`config.mk`:
```
export PLATFORM = sky130hd
export DESIGN_NAME = mips_cpu
export DESIGN_NICKNAME = d
export VERILOG_FILES = /design/src/verilog/mips_isa_pkg.sv /design/src/verilog/mips_core_pkg.sv /design/src/verilog/mips_cpu_pc.sv /design/src/verilog/mips_cpu_decode.sv /design/src/verilog/mips_cpu_regfile.sv /design/src/verilog/mips_cpu_alu.sv /design/src/verilog/mips_cpu_control.sv /design/src/verilog/mips_cpu.sv
export SDC_FILE = /design/constraint.sdc
export NUM_CORES = 2
export LEC_CHECK = 0
export BUFFER_PORTS_ARGS = -buffer_cell sky130_fd_sc_hd__buf_2
export CAP_MARGIN = 20
export CORE_MARGIN = 4
export CORE_UTILIZATION = 55
export DETAILED_ROUTE_END_ITERATION = 7
export PLACE_DENSITY = 0.7
export SETUP_SLACK_MARGIN = 0.15
export SLEW_MARGIN = 15
export SYNTH_ARGS = -nofsm -noshare
export SYNTH_HDL_FRONTEND = slang
export SYNTH_SLANG_ARGS = --single-unit
```
`constraint.sdc`:
```
create_clock -name clk -period 13.05 [get_ports clk]
set_clock_uncertainty 0.15 [all_clocks]
set_input_delay 0 -clock clk [delete_from_list [all_inputs] [get_ports clk]]
set_output_delay 0 -clock clk [all_outputs]
set_load 0.005 [all_outputs]
```
`src/verilog/mips_isa_pkg.sv`:
```
`default_nettype none

package mips_isa_pkg;

    localparam logic [31:0] reset_vector = 32'hbfc0_0000;

    typedef enum logic [5:0] {
        op_special = 6'h00,
        op_regimm  = 6'h01,
        op_j       = 6'h02,
        op_jal     = 6'h03,
        op_beq     = 6'h04,
        op_bne     = 6'h05,
        op_blez    = 6'h06,
        op_bgtz    = 6'h07,
        op_addiu   = 6'h09,
        op_lui     = 6'h0f,
        op_lw      = 6'h23,
        op_sw      = 6'h2b
    } opcode_e;

    typedef enum logic [5:0] {
        fn_jr   = 6'h08,
        fn_jalr = 6'h09,
        fn_addu = 6'h21,
        fn_subu = 6'h23
    } funct_e;

    // branch kind lives in the rt field under op_regimm
    typedef enum logic [4:0] {
        rt_bltz   = 5'h00,
        rt_bgez   = 5'h01,
        rt_bltzal = 5'h10,
        rt_bgezal = 5'h11
    } regimm_e;

    typedef struct packed {
        opcode_e     opcode;
        logic [4:0]  rs;
        logic [4:0]  rt;
        logic [4:0]  rd;
        logic [4:0]  sa;
        funct_e      funct;
    } r_type_t;

    typedef struct packed {
        opcode_e     opcode;
        logic [4:0]  rs;
        logic [4:0]  rt;
        logic [15:0] imm;
    } i_type_t;

    typedef struct packed {
        opcode_e     opcode;
        logic [25:0] target;
    } j_type_t;

    typedef union packed {
        r_type_t r;
        i_type_t i;
        j_type_t j;
    } instr_t;

endpackage

`default_nettype wire

```
`src/verilog/mips_core_pkg.sv`:
```
`default_nettype none

package mips_core_pkg;

    typedef enum logic [2:0] {
        st_fetch,
        st_fetch_wait,
        st_decode,
        st_exec,
        st_mem,
        st_mem_wait
    } ctrl_state_e;

    typedef struct packed {
        logic [31:0] addr;
        logic        write;
        logic [31:0] wdata;
    } mem_req_t;

    typedef struct packed {
        logic rs_eq_rt;
        logic rs_gtz;
        logic rs_eqz;
        logic rs_ltz;
    } branch_flags_t;

    typedef enum logic [2:0] {
        pc_seq,
        pc_jump_abs,
        pc_jump_reg,
        pc_branch,
        pc_branch_link,
        pc_jump_link,
        pc_jump_reg_link
    } pc_op_e;

    typedef enum logic [1:0] {
        alu_add,
        alu_sub,
        alu_lui
    } alu_op_e;

    typedef enum logic [2:0] {
        cond_eq,
        cond_ne,
        cond_gtz,
        cond_lez,
        cond_ltz,
        cond_gez
    } branch_cond_e;

    typedef struct packed {
        pc_op_e       pc_op;
        branch_cond_e branch_cond;
        alu_op_e      alu_op;
        logic         use_imm;
        logic         reg_write;
        logic [4:0]   write_reg;
        logic         is_load;
        logic         is_store;
        logic         is_link;
    } dec_t;

endpackage

`default_nettype wire

```
`src/verilog/mips_cpu_pc.sv`:
```
`timescale 1ns/10ps
`default_nettype none

module mips_cpu_pc (
    input  wire logic                        clk,
    input  wire logic                        reset,
    input  wire logic                        advance,
    input  wire mips_isa_pkg::instr_t        instr,
    input  wire mips_core_pkg::pc_op_e       pc_op,
    input  wire mips_core_pkg::branch_cond_e branch_cond,
    input  wire mips_core_pkg::branch_flags_t flags,
    input  wire logic [31:0]                 rs_data,
    output logic [31:0]                      pc,
    output logic [31:0]                      link_addr
);

    logic [31:0] pc_inc;
    logic [31:0] branch_target;
    logic [31:0] jump_target;
    logic [31:0] next_dest;
    logic [31:0] dest;
    logic        delay_flag;
    logic        cond_true;
    logic        transfer;

    assign pc_inc        = pc + 32'd4; // delay slot address
    assign link_addr     = pc + 32'd8;
    assign branch_target = pc_inc + {{14{instr.i.imm[15]}}, instr.i.imm, 2'b00};
    assign jump_target   = {pc_inc[31:28], instr.j.target, 2'b00};

    always_comb begin
        case (branch_cond)
            mips_core_pkg::cond_eq:  cond_true = flags.rs_eq_rt;
            mips_core_pkg::cond_ne:  cond_true = !flags.rs_eq_rt;
            mips_core_pkg::cond_gtz: cond_true = flags.rs_gtz;
            mips_core_pkg::cond_lez: cond_true = flags.rs_eqz || flags.rs_ltz;
            mips_core_pkg::cond_ltz: cond_true = flags.rs_ltz;
            mips_core_pkg::cond_gez: cond_true = flags.rs_gtz || flags.rs_eqz;
            default:                 cond_true = 1'b0;
        endcase
    end

    always_comb begin
        transfer  = 1'b1;
        next_dest = jump_target;
        case (pc_op)
            mips_core_pkg::pc_jump_abs,
            mips_core_pkg::pc_jump_link: next_dest = jump_target;
            mips_core_pkg::pc_jump_reg,
            mips_core_pkg::pc_jump_reg_link: next_dest = rs_data;
            mips_core_pkg::pc_branch,
            mips_core_pkg::pc_branch_link: begin
                transfer  = cond_true; // link ops still write r31 when not taken
                next_dest = branch_target;
            end
            default: transfer = 1'b0;
        endcase
    end

    always_ff @(posedge clk) begin
        if (reset) begin
            pc         <= mips_isa_pkg::reset_vector;
            delay_flag <= 1'b0;
        end else if (advance) begin
            if (transfer) begin
                pc         <= pc_inc; // run the delay slot first
                delay_flag <= 1'b1;
            end else if (delay_flag) begin
                pc         <= dest;
                delay_flag <= 1'b0;
            end else begin
                pc <= pc_inc;
            end
        end
    end

    always_ff @(posedge clk) begin
        if (advance && transfer) begin
            dest <= next_dest;
        end
    end

    // jr/jalr targets come straight from the register file
    pc_aligned_a: assert property (@(posedge clk) disable iff (reset) pc[1:0] == 2'b00);

endmodule

`default_nettype wire

```
`src/verilog/mips_cpu_decode.sv`:
```
`timescale 1ns/10ps
`default_nettype none

module mips_cpu_decode (
    input  wire mips_isa_pkg::instr_t instr,
    output mips_core_pkg::dec_t       dec
);

    always_comb begin
        dec.pc_op       = mips_core_pkg::pc_seq; // unknown encodings fall out as no-ops
        dec.branch_cond = mips_core_pkg::cond_eq;
        dec.alu_op      = mips_core_pkg::alu_add;
        dec.use_imm     = 1'b0;
        dec.reg_write   = 1'b0;
        dec.write_reg   = instr.r.rt;
        dec.is_load     = 1'b0;
        dec.is_store    = 1'b0;
        dec.is_link     = 1'b0;
        case (instr.r.opcode)
            mips_isa_pkg::op_special: begin
                dec.write_reg = instr.r.rd;
                case (instr.r.funct)
                    mips_isa_pkg::fn_addu: dec.reg_write = 1'b1;
                    mips_isa_pkg::fn_subu: begin
                        dec.alu_op    = mips_core_pkg::alu_sub;
                        dec.reg_write = 1'b1;
                    end
                    mips_isa_pkg::fn_jr: dec.pc_op = mips_core_pkg::pc_jump_reg;
                    mips_isa_pkg::fn_jalr: begin
                        dec.pc_op     = mips_core_pkg::pc_jump_reg_link;
                        dec.reg_write = 1'b1;
                        dec.is_link   = 1'b1;
                    end
                    default: dec.reg_write = 1'b0;
                endcase
            end
            mips_isa_pkg::op_regimm: begin
                dec.pc_op     = mips_core_pkg::pc_branch;
                dec.write_reg = 5'd31;
                case (instr.i.rt)
                    mips_isa_pkg::rt_bltz:   dec.branch_cond = mips_core_pkg::cond_ltz;
                    mips_isa_pkg::rt_bgez:   dec.branch_cond = mips_core_pkg::cond_gez;
                    mips_isa_pkg::rt_bltzal: begin
                        dec.pc_op       = mips_core_pkg::pc_branch_link;
                        dec.branch_cond = mips_core_pkg::cond_ltz;
                        dec.reg_write   = 1'b1;
                        dec.is_link     = 1'b1;
                    end
                    mips_isa_pkg::rt_bgezal: begin
                        dec.pc_op       = mips_core_pkg::pc_branch_link;
                        dec.branch_cond = mips_core_pkg::cond_gez;
                        dec.reg_write   = 1'b1;
                        dec.is_link     = 1'b1;
                    end
                    default: dec.pc_op = mips_core_pkg::pc_seq;
                endcase
            end
            mips_isa_pkg::op_j: dec.pc_op = mips_core_pkg::pc_jump_abs;
            mips_isa_pkg::op_jal: begin
                dec.pc_op     = mips_core_pkg::pc_jump_link;
                dec.reg_write = 1'b1;
                dec.write_reg = 5'd31;
                dec.is_link   = 1'b1;
            end
            mips_isa_pkg::op_beq: dec.pc_op = mips_core_pkg::pc_branch;
            mips_isa_pkg::op_bne: begin
                dec.pc_op       = mips_core_pkg::pc_branch;
                dec.branch_cond = mips_core_pkg::cond_ne;
            end
            mips_isa_pkg::op_blez: begin
                dec.pc_op       = mips_core_pkg::pc_branch;
                dec.branch_cond = mips_core_pkg::cond_lez;
            end
            mips_isa_pkg::op_bgtz: begin
                dec.pc_op       = mips_core_pkg::pc_branch;
                dec.branch_cond = mips_core_pkg::cond_gtz;
            end
            mips_isa_pkg::op_addiu: begin
                dec.use_imm   = 1'b1;
                dec.reg_write = 1'b1;
            end
            mips_isa_pkg::op_lui: begin
                dec.alu_op    = mips_core_pkg::alu_lui;
                dec.use_imm   = 1'b1;
                dec.reg_write = 1'b1;
            end
            mips_isa_pkg::op_lw: begin
                dec.use_imm   = 1'b1; // base + offset
                dec.reg_write = 1'b1;
                dec.is_load   = 1'b1;
            end
            mips_isa_pkg::op_sw: begin
                dec.use_imm  = 1'b1;
                dec.is_store = 1'b1;
            end
            default: dec.pc_op = mips_core_pkg::pc_seq;
        endcase
    end

endmodule

`default_nettype wire

```
`src/verilog/mips_cpu_regfile.sv`:
```
`timescale 1ns/10ps
`default_nettype none

module mips_cpu_regfile (
    input  wire logic        clk,
    input  wire logic        reset,
    input  wire logic [4:0]  rs_addr,
    input  wire logic [4:0]  rt_addr,
    output logic [31:0]      rs_data,
    output logic [31:0]      rt_data,
    input  wire logic        we,
    input  wire logic [4:0]  wr_addr,
    input  wire logic [31:0] wr_data
);

    logic [31:0] regs [32];

    always_ff @(posedge clk) begin
        if (reset) begin
            for (int i = 0; i < 32; i++) begin
                regs[i] <= '0;
            end
        end else if (we && wr_addr != 5'd0) begin // r0 stays zero
            regs[wr_addr] <= wr_data;
        end
    end

    assign rs_data = regs[rs_addr];
    assign rt_data = regs[rt_addr];

    // holds even after link or load writes aimed at r0
    r0_zero_a: assert property (@(posedge clk) disable iff (reset)
        (rs_addr == 5'd0) |-> (rs_data == 32'd0));

endmodule

`default_nettype wire

```
`src/verilog/mips_cpu_alu.sv`:
```
`timescale 1ns/10ps
`default_nettype none

module mips_cpu_alu (
    input  wire mips_core_pkg::alu_op_e   alu_op,
    input  wire logic                     use_imm,
    input  wire logic [31:0]              rs_data,
    input  wire logic [31:0]              rt_data,
    input  wire logic [15:0]              imm,
    output logic [31:0]                   result,
    output mips_core_pkg::branch_flags_t  flags
);

    logic [31:0] imm_ext;
    logic [31:0] operand_b;

    assign imm_ext   = {{16{imm[15]}}, imm};
    assign operand_b = use_imm ? imm_ext : rt_data;

    always_comb begin
        case (alu_op)
            mips_core_pkg::alu_add: result = rs_data + operand_b; // also lw/sw address
            mips_core_pkg::alu_sub: result = rs_data - operand_b;
            mips_core_pkg::alu_lui: result = {imm, 16'h0000};
            default:                result = rs_data + operand_b;
        endcase
    end

    // signed compares for the branch unit
    assign flags.rs_eq_rt = rs_data == rt_data;
    assign flags.rs_gtz   = $signed(rs_data) > 32'sd0;
    assign flags.rs_eqz   = rs_data == 32'd0;
    assign flags.rs_ltz   = rs_data[31];

endmodule

`default_nettype wire

```
`src/verilog/mips_cpu_control.sv`:
```
`timescale 1ns/10ps
`default_nettype none

module mips_cpu_control (
    input  wire logic                 clk,
    input  wire logic                 reset,
    input  wire mips_core_pkg::dec_t  dec,
    input  wire logic [31:0]          alu_result,
    input  wire logic [31:0]          rt_data,
    input  wire logic [31:0]          link_addr,
    input  wire logic [31:0]          pc,
    output logic                      mem_req_valid,
    output mips_core_pkg::mem_req_t   mem_req,
    input  wire logic                 mem_req_ready,
    input  wire logic                 mem_rsp_valid,
    input  wire logic [31:0]          mem_rdata,
    output mips_isa_pkg::instr_t      instr,
    output logic                      advance,
    output logic                      we,
    output logic [4:0]                wr_addr,
    output logic [31:0]               wr_data
);

    mips_core_pkg::ctrl_state_e state;

    always_ff @(posedge clk) begin
        if (reset) begin
            state <= mips_core_pkg::st_fetch;
        end else begin
            case (state)
                mips_core_pkg::st_fetch:
                    if (mem_req_ready) state <= mips_core_pkg::st_fetch_wait;
                mips_core_pkg::st_fetch_wait:
                    if (mem_rsp_valid) state <= mips_core_pkg::st_decode;
                mips_core_pkg::st_decode: state <= mips_core_pkg::st_exec;
                mips_core_pkg::st_exec:
                    if (dec.is_load || dec.is_store) state <= mips_core_pkg::st_mem;
                    else state <= mips_core_pkg::st_fetch;
                mips_core_pkg::st_mem:
                    if (mem_req_ready && dec.is_load) state <= mips_core_pkg::st_mem_wait;
                    else if (mem_req_ready) state <= mips_core_pkg::st_fetch; // stores
                mips_core_pkg::st_mem_wait:
                    if (mem_rsp_valid) state <= mips_core_pkg::st_fetch;
                default: state <= mips_core_pkg::st_fetch;
            endcase
        end
    end

    always_ff @(posedge clk) begin
        if (state == mips_core_pkg::st_fetch_wait && mem_rsp_valid) begin
            instr <= mem_rdata;
        end
    end

    assign mem_req_valid = !reset
        && (state == mips_core_pkg::st_fetch || state == mips_core_pkg::st_mem);
    assign advance       = state == mips_core_pkg::st_exec;

    always_comb begin
        mem_req.addr  = pc;
        mem_req.write = 1'b0;
        mem_req.wdata = '0;
        if (state == mips_core_pkg::st_mem) begin
            mem_req.addr  = alu_result;
            mem_req.write = dec.is_store;
            mem_req.wdata = rt_data;
        end
    end

    // load data goes straight from the response into the register file
    assign we = (advance && dec.reg_write && !dec.is_load)
             || (state == mips_core_pkg::st_mem_wait && mem_rsp_valid);
    assign wr_addr = dec.write_reg;

    always_comb begin
        if (dec.is_link) wr_data = link_addr;
        else if (dec.is_load) wr_data = mem_rdata;
        else wr_data = alu_result;
    end

    req_stable_a: assert property (@(posedge clk) disable iff (reset)
        (mem_req_valid && !mem_req_ready) |=> (mem_req_valid && $stable(mem_req)));

endmodule

`default_nettype wire

```
`src/verilog/mips_cpu.sv`:
```
`timescale 1ns/10ps
`default_nettype none

module mips_cpu (
    input  wire logic               clk,
    input  wire logic               reset,
    output logic                    mem_req_valid,
    output mips_core_pkg::mem_req_t mem_req,
    input  wire logic               mem_req_ready,
    input  wire logic               mem_rsp_valid,
    input  wire logic [31:0]        mem_rdata
);

    mips_isa_pkg::instr_t          instr;
    mips_core_pkg::dec_t           dec;
    mips_core_pkg::branch_flags_t  flags;
    logic [31:0]                   rs_data;
    logic [31:0]                   rt_data;
    logic [31:0]                   alu_result;
    logic [31:0]                   link_addr;
    logic [31:0]                   pc;
    logic                          advance;
    logic                          we;
    logic [4:0]                    wr_addr;
    logic [31:0]                   wr_data;

    mips_cpu_control control_i (
        .clk, .reset, .dec, .alu_result, .rt_data, .link_addr, .pc,
        .mem_req_valid, .mem_req, .mem_req_ready, .mem_rsp_valid, .mem_rdata,
        .instr, .advance, .we, .wr_addr, .wr_data
    );

    mips_cpu_decode decode_i (.instr, .dec);

    mips_cpu_regfile regfile_i (
        .clk, .reset,
        .rs_addr (instr.r.rs),
        .rt_addr (instr.r.rt),
        .rs_data, .rt_data, .we, .wr_addr, .wr_data
    );

    mips_cpu_alu alu_i (
        .alu_op  (dec.alu_op),
        .use_imm (dec.use_imm),
        .rs_data, .rt_data,
        .imm     (instr.i.imm),
        .result  (alu_result),
        .flags
    );

    mips_cpu_pc pc_i (
        .clk, .reset, .advance, .instr,
        .pc_op       (dec.pc_op),
        .branch_cond (dec.branch_cond),
        .flags, .rs_data, .pc, .link_addr
    );

endmodule

`default_nettype wire

```
# Word-level counts from Yosys, hierarchy flattened
# Memory sizes are Yosys's and may differ from the RTL's. A register that Yosys moved wholly into a read port is not among the register bits.
# Cells that the tools add are included.
# op_classes
n_addsub,5
magnitude_cmp,1
n_eq_ne,41
n_mux,44
n_reduce_logical,36
# ops
operator,n
$mux W32,6
$pmux W32 S2,2
$mux W65,1
$add A32 B32 Y32,2
$add A32 B3 Y32 const B,1
$add A32 B4 Y32 const B,1
$eq A32 B32 Y1,1
$gt A32 B1 Y1 const B,1
$logic_not A32 Y1,1
$reduce_or A32 Y1,1
$sub A32 B32 Y32,1
$eq A6 B3 Y1 const B,4
$eq A6 B4 Y1 const B,4
$eq A6 B6 Y1 const B,4
$eq A3 B3 Y1 const B,7
$eq A3 B2 Y1 const B,6
$mux W3,6
$pmux W3 S2,3
$pmux W3 S6,1
$reduce_or A4 Y1,4
$mux W5,3
$pmux W3 S5,1
$mux W1,14
$reduce_or A2 Y1,7
24 further kinds,45
# totals
ff_bits,100
ramBits,1024
inputBits,36
out_inout_bits,66
elab_cells,133
mem_count,1
# mem_list
name,words,width,read_ports,rd_ports_with_merged_regs,write_ports,line_no,rtl
regfile_i.regs,32,32,2,2,32,mips_cpu_regfile.sv:16,logic [31:0] regs [32];

# Longest topological paths before layout
# depth
ltp_word,13
ltp_mapped,36
mapped_depth_nobuf,27

# Cells and area by module
# Synthesis repeated with hierarchy kept, for this count alone.
# hier_totals
cells_unflattened,6169
hier_area_um2,68542.0
# modules_own_cells
mod,instances,cells_per_inst,area_per_inst_um2,seq_area_each_um2
mips_cpu_regfile,1,4605,55936.1,30749.5
mips_cpu_pc,1,733,5997.0,1621.6
mips_cpu_alu,1,533,3612.2,0.0
mips_cpu_control,1,247,2646.3,1021.0
mips_cpu_decode,1,51,350.3,0.0

# Worst setup path after synthesis
# OpenSTA, ideal clock, no wires.
# synth_path
kind,reg-to-reg
startpoint,register with a tool-made name
endpoint,memory regfile_i.regs[10][26] (data pin)
setup_ns,0.266
arrival_time_ns,6.361
t_required_ns,12.634
slack_ns,6.273
path_stages_with_launch,33
path_buffers,8
period_less_slack_ns,6.777
cell_sequence,dfxtp_1 buf_2 buf_2 buf_2 buf_2 buf_2 mux4_2 a221oi_1 nand3_1 mux2i_1 nand3_2 nor3_4 and2_1 nor3b_1 nor3_1 o21ai_0 o21a_1 ha_1 clkbuf_1 and3_1 a31oi_1 nand2_1 a21oi_1 o21ai_0 a41o_1 a311oi_1 xor2_1 nor2_1 a2111oi_0 or2_2 clkbuf_1 buf_1 nor2_1
# synth_lines
element,line_no
to (decl),mips_cpu_regfile.sv:16

==> summary.txt <==
CTS
  • H-tree level count: 3
  • Sink Count: around 1.1k
  • Cts bufs inserted: between 100 and 150
  • Setup Buffers After CTS: 0
  • CTS tree: done
  • Root buf cell: clkbuf_16
  • CTS Buffer Depth: 3
  • Clock Latency Late Sink: about 0.75 ns
  • Post-cts resize count: 0
  • Worst-path clk slew: ~0.070 ns

Power
  • Static Leak: ~26 nW
  • Pwr Density: 143.2 nW/um^2
  • Peak supply drop: around 0.12 mV
  • Pwr Total: 10.02 mW

Cells and area
  • Filler Cell Count: just under 9k
  • Share of cells above drive strength 1: roughly 16%
  • Synth-to-Final Area Change: 10.33%
  • Fin nets: between 5k and 6k
  • Post-route cell area: between 60000 and 70000 sq um
  • Final Non-Filler Cells: around 7k
  • Post-layout util: about three fifths

STA
  • Final WS setup: approximately 4.4 ns
  • Worst rel slew slack: approximately 20%
  • Final setup viols: 0
  • Final period utilization: between 60% and 70%
  • Final Max Slew Viols: 0
  • Fmax: approximately 120 MHz
  • Hold Vio Cnt, Final: 0
  • RSZ-0062 raised after global routing: false
  • Min cycle time layout: ~8.7 ns
  • Slew @ Worst Pin: between 1 and 1.5 ns
  • Setup tns final: 0 ns
  • WHS: 0.06219 ns

Worst setup path
  • Crit. End Element: primary output
  • Critical Path RT: approximately 13 ns
  • Setup CP Type: reg -> out
  • Data arrival, critical path: roughly 8.5 ns
  • Critical-path maximum fanout: roughly 100
  • Critical path startpoint category: flop

Detailed routing
  • DR WL/cell: about 33 microns
  • First DRT Iteration DRCs: approximately 7.4k
  • Vias post-DR: a little under 50k
  • Vias per cell: roughly 7
  • # DRC: 0
  • DR pass1 iterations: 6
  • Aggregate routed wire length: 230100 microns
  • Post-route ant nets: 0

Placed design
  • Post-DP Area: about 65000 sq um
  • Input/output buffers: 101
  • Pre-CTS setup slack: about 4.5 ns
  • Placer congestion estimate: between 0.9 and 1
  • Placed instance count: 6641
  • DPL Wire Length: 142300 microns

Global routing
  • First-pass GRT wire length: about 330000 microns
  • Initial antenna violation count: 8
  • Met3 Use GR: 12.29%
  • Busiest grt layer: met2
  • Met2 Usage GRT: between 50 and 60%
  • Pin count of the biggest net entering global routing: between 100 and 150
  • Met1 Usage GRT: roughly half
  • All-Layer GR Usage: a little under two fifths
  • Vias in the first global route: ~47k
  • Aggregate global routing overflow: 0

Synth
  • Cell count after synthesis: around 5.3k
  • Post-synth top flop: edfxtp_1
  • Synth cell count leaders: nor2_1 (1128), edfxtp_1 (1088), mux2i_1 (498)
  • Post-synth EDFFs: about 1.1k
  • Cell Area, Synth: between 60000 and 70000 sq um
  • Post-synthesis sequential area ratio: between 50% and 60%
  • Leading area contributor after synthesis: edfxtp_1
  • Synth top area cells: edfxtp_1 (52%), mux4_2 (10%), mux2i_1 (7.9%)
  • Seq cells post-synth: approximately 1.1k
  • Top cell type's share of synthesized area: around half
  • Yosys warns: 0
  • Mean Syn Cell Area: between 10 and 15 sq um
  • Most frequent cell after synthesis: nor2_1
  • Ys async rst share: 0%
  • Cell variety after synth: 80

Floorplan
  • # rows: between 100 and 150
  • Die X-Extent: 347.6 microns
  • Top-level I/O count: just over 100
  • Die Area: 120800 sq um
  • Core area: 114300 sq um
  • Die height: between 300 and 400 microns
  • Initial Util: 55.47%

Outcome
  • Status: finished clean

Flow run
  • Maxcap violations: 0

Worst hold path
  • Min-Delay Path Class: in -> reg
-- final cells by class --
cell class	instances	area, sq um	area share [%]
inverters	44	165.2	0.2360
diodes	4	10.01	0.01430
well taps	1512	1892	2.704
clock inverters	68	716.9	1.025
repair buffers	336	2539	3.628
multi-input cells	3688	27930	39.91
clock buffers	150	3114	4.451
flip-flops and latches	1134	33610	48.03
-- power by group --
part / leakage, nW / total, mW / internal [mW] / switching [mW]
Sequential: 11.5 / 4.19 / 4.10 / 0.0896
Combinational: 12.7 / 2.42 / 0.681 / 1.74
Clock: 1.85 / 3.41 / 1.94 / 1.47
Total: 26.1 / 10.0 / 6.72 / 3.30
-- placed cells by master (no fill, tap or decap), drive strengths merged, types with 24 or more instances in the layout --
cell	synthesis	routed
xnor2	87	87
nor4	25	25
a22oi	329	329
nand4	57	57
conb	1	32
ha	66	66
o21ai	123	123
a22o	24	24
buf	128	267
a21oi	148	148
mux2i	498	498
a21o	31	31
dlygate4sd3	0	68
clkbuf	374	151
and3	27	27
clkinv	0	48
nor2	1129	1129
mux4	293	293
mux2	30	30
inv	44	46
edfxtp	1088	1088
dfxtp	46	46
nand2	219	219
nor3	41	41
nand2b	62	62
xor2	68	68
nand3	146	146
-- routing by layer --
layer	part of all wire [%]	routed length, microns
met1	34	79050
met2	44	101800
met3	15	35620
met4	5.9	13630
met5	0.012	27
-- state kept, by name (all words and copies together), names as in the netlist, named ones only --
name / flops
control_i.instr: 32
pc_i.pc: 32
regfile_i.regs: 1024
control_i.state: 3
pc_i.dest: 32
pc_i.delay_flag: 1
-- what timing repair did --
action / CTS / global route
endpoints found under the setup margin: 0 / 0
endpoints found under the hold margin: 785 / 0
hold buffers: 68 / 0
-- path summary, 6_finish.rpt --
check | endpoint | slack (ns) | depth (start not counted) | from
setup reg to reg | regfile_i.regs[11][26]$_SDFFCE_PN0P_ | 4.37 | 27 | flop
hold / removal | flop | 0.06 | 3 | mem_rdata[20]
setup / recovery | mem_req[53] | 4.36 | 24 | flop
hold reg to reg | pc_i.pc[1]$_SDFFE_PP0P_ | 0.35 | 2 | pc_i.dest[1]$_DFFE_PP_
-- cell families (layout without fill, tap and decap cells) --
group	after synthesis	after routing	share of synthesized area, %
AO/OA/AOI/OAI	815	815	8.763
multiplexers	821	821	18.80
adder cells (fa/ha/maj)	68	68	1.365
buffers and inverters	546	598	3.725
XOR/XNOR	155	155	2.140
flip-flops	1134	1134	52.96
AND/OR/NAND/NOR	1797	1797	12.24
other	1	36	0.005913
-- critical path, cell delays in order (launching register included) --
cell      delay (ns)
dfxtp_4         0.66
buf_12          0.64
mux4_2          0.60
mux4_2          0.60
mux2i_1         0.42
mux2_2          0.29
nand4_1         0.21
nor3_1          0.74
a21oi_1         0.17
xor2_1          0.19
ha_1            0.39
a21oi_1         0.16
nor2b_1         0.09
o21ai_0         0.21
o311ai_0        0.18
a21oi_1         0.26
o21ai_0         0.13
buf_4           0.17
a211oi_1        0.34
o21ai_0         0.19
a31oi_1         0.22
xnor2_1         0.15
mux2i_1         0.15
o21ai_0         0.34
buf_2           0.19
Power figures use the tool's default switching activity.
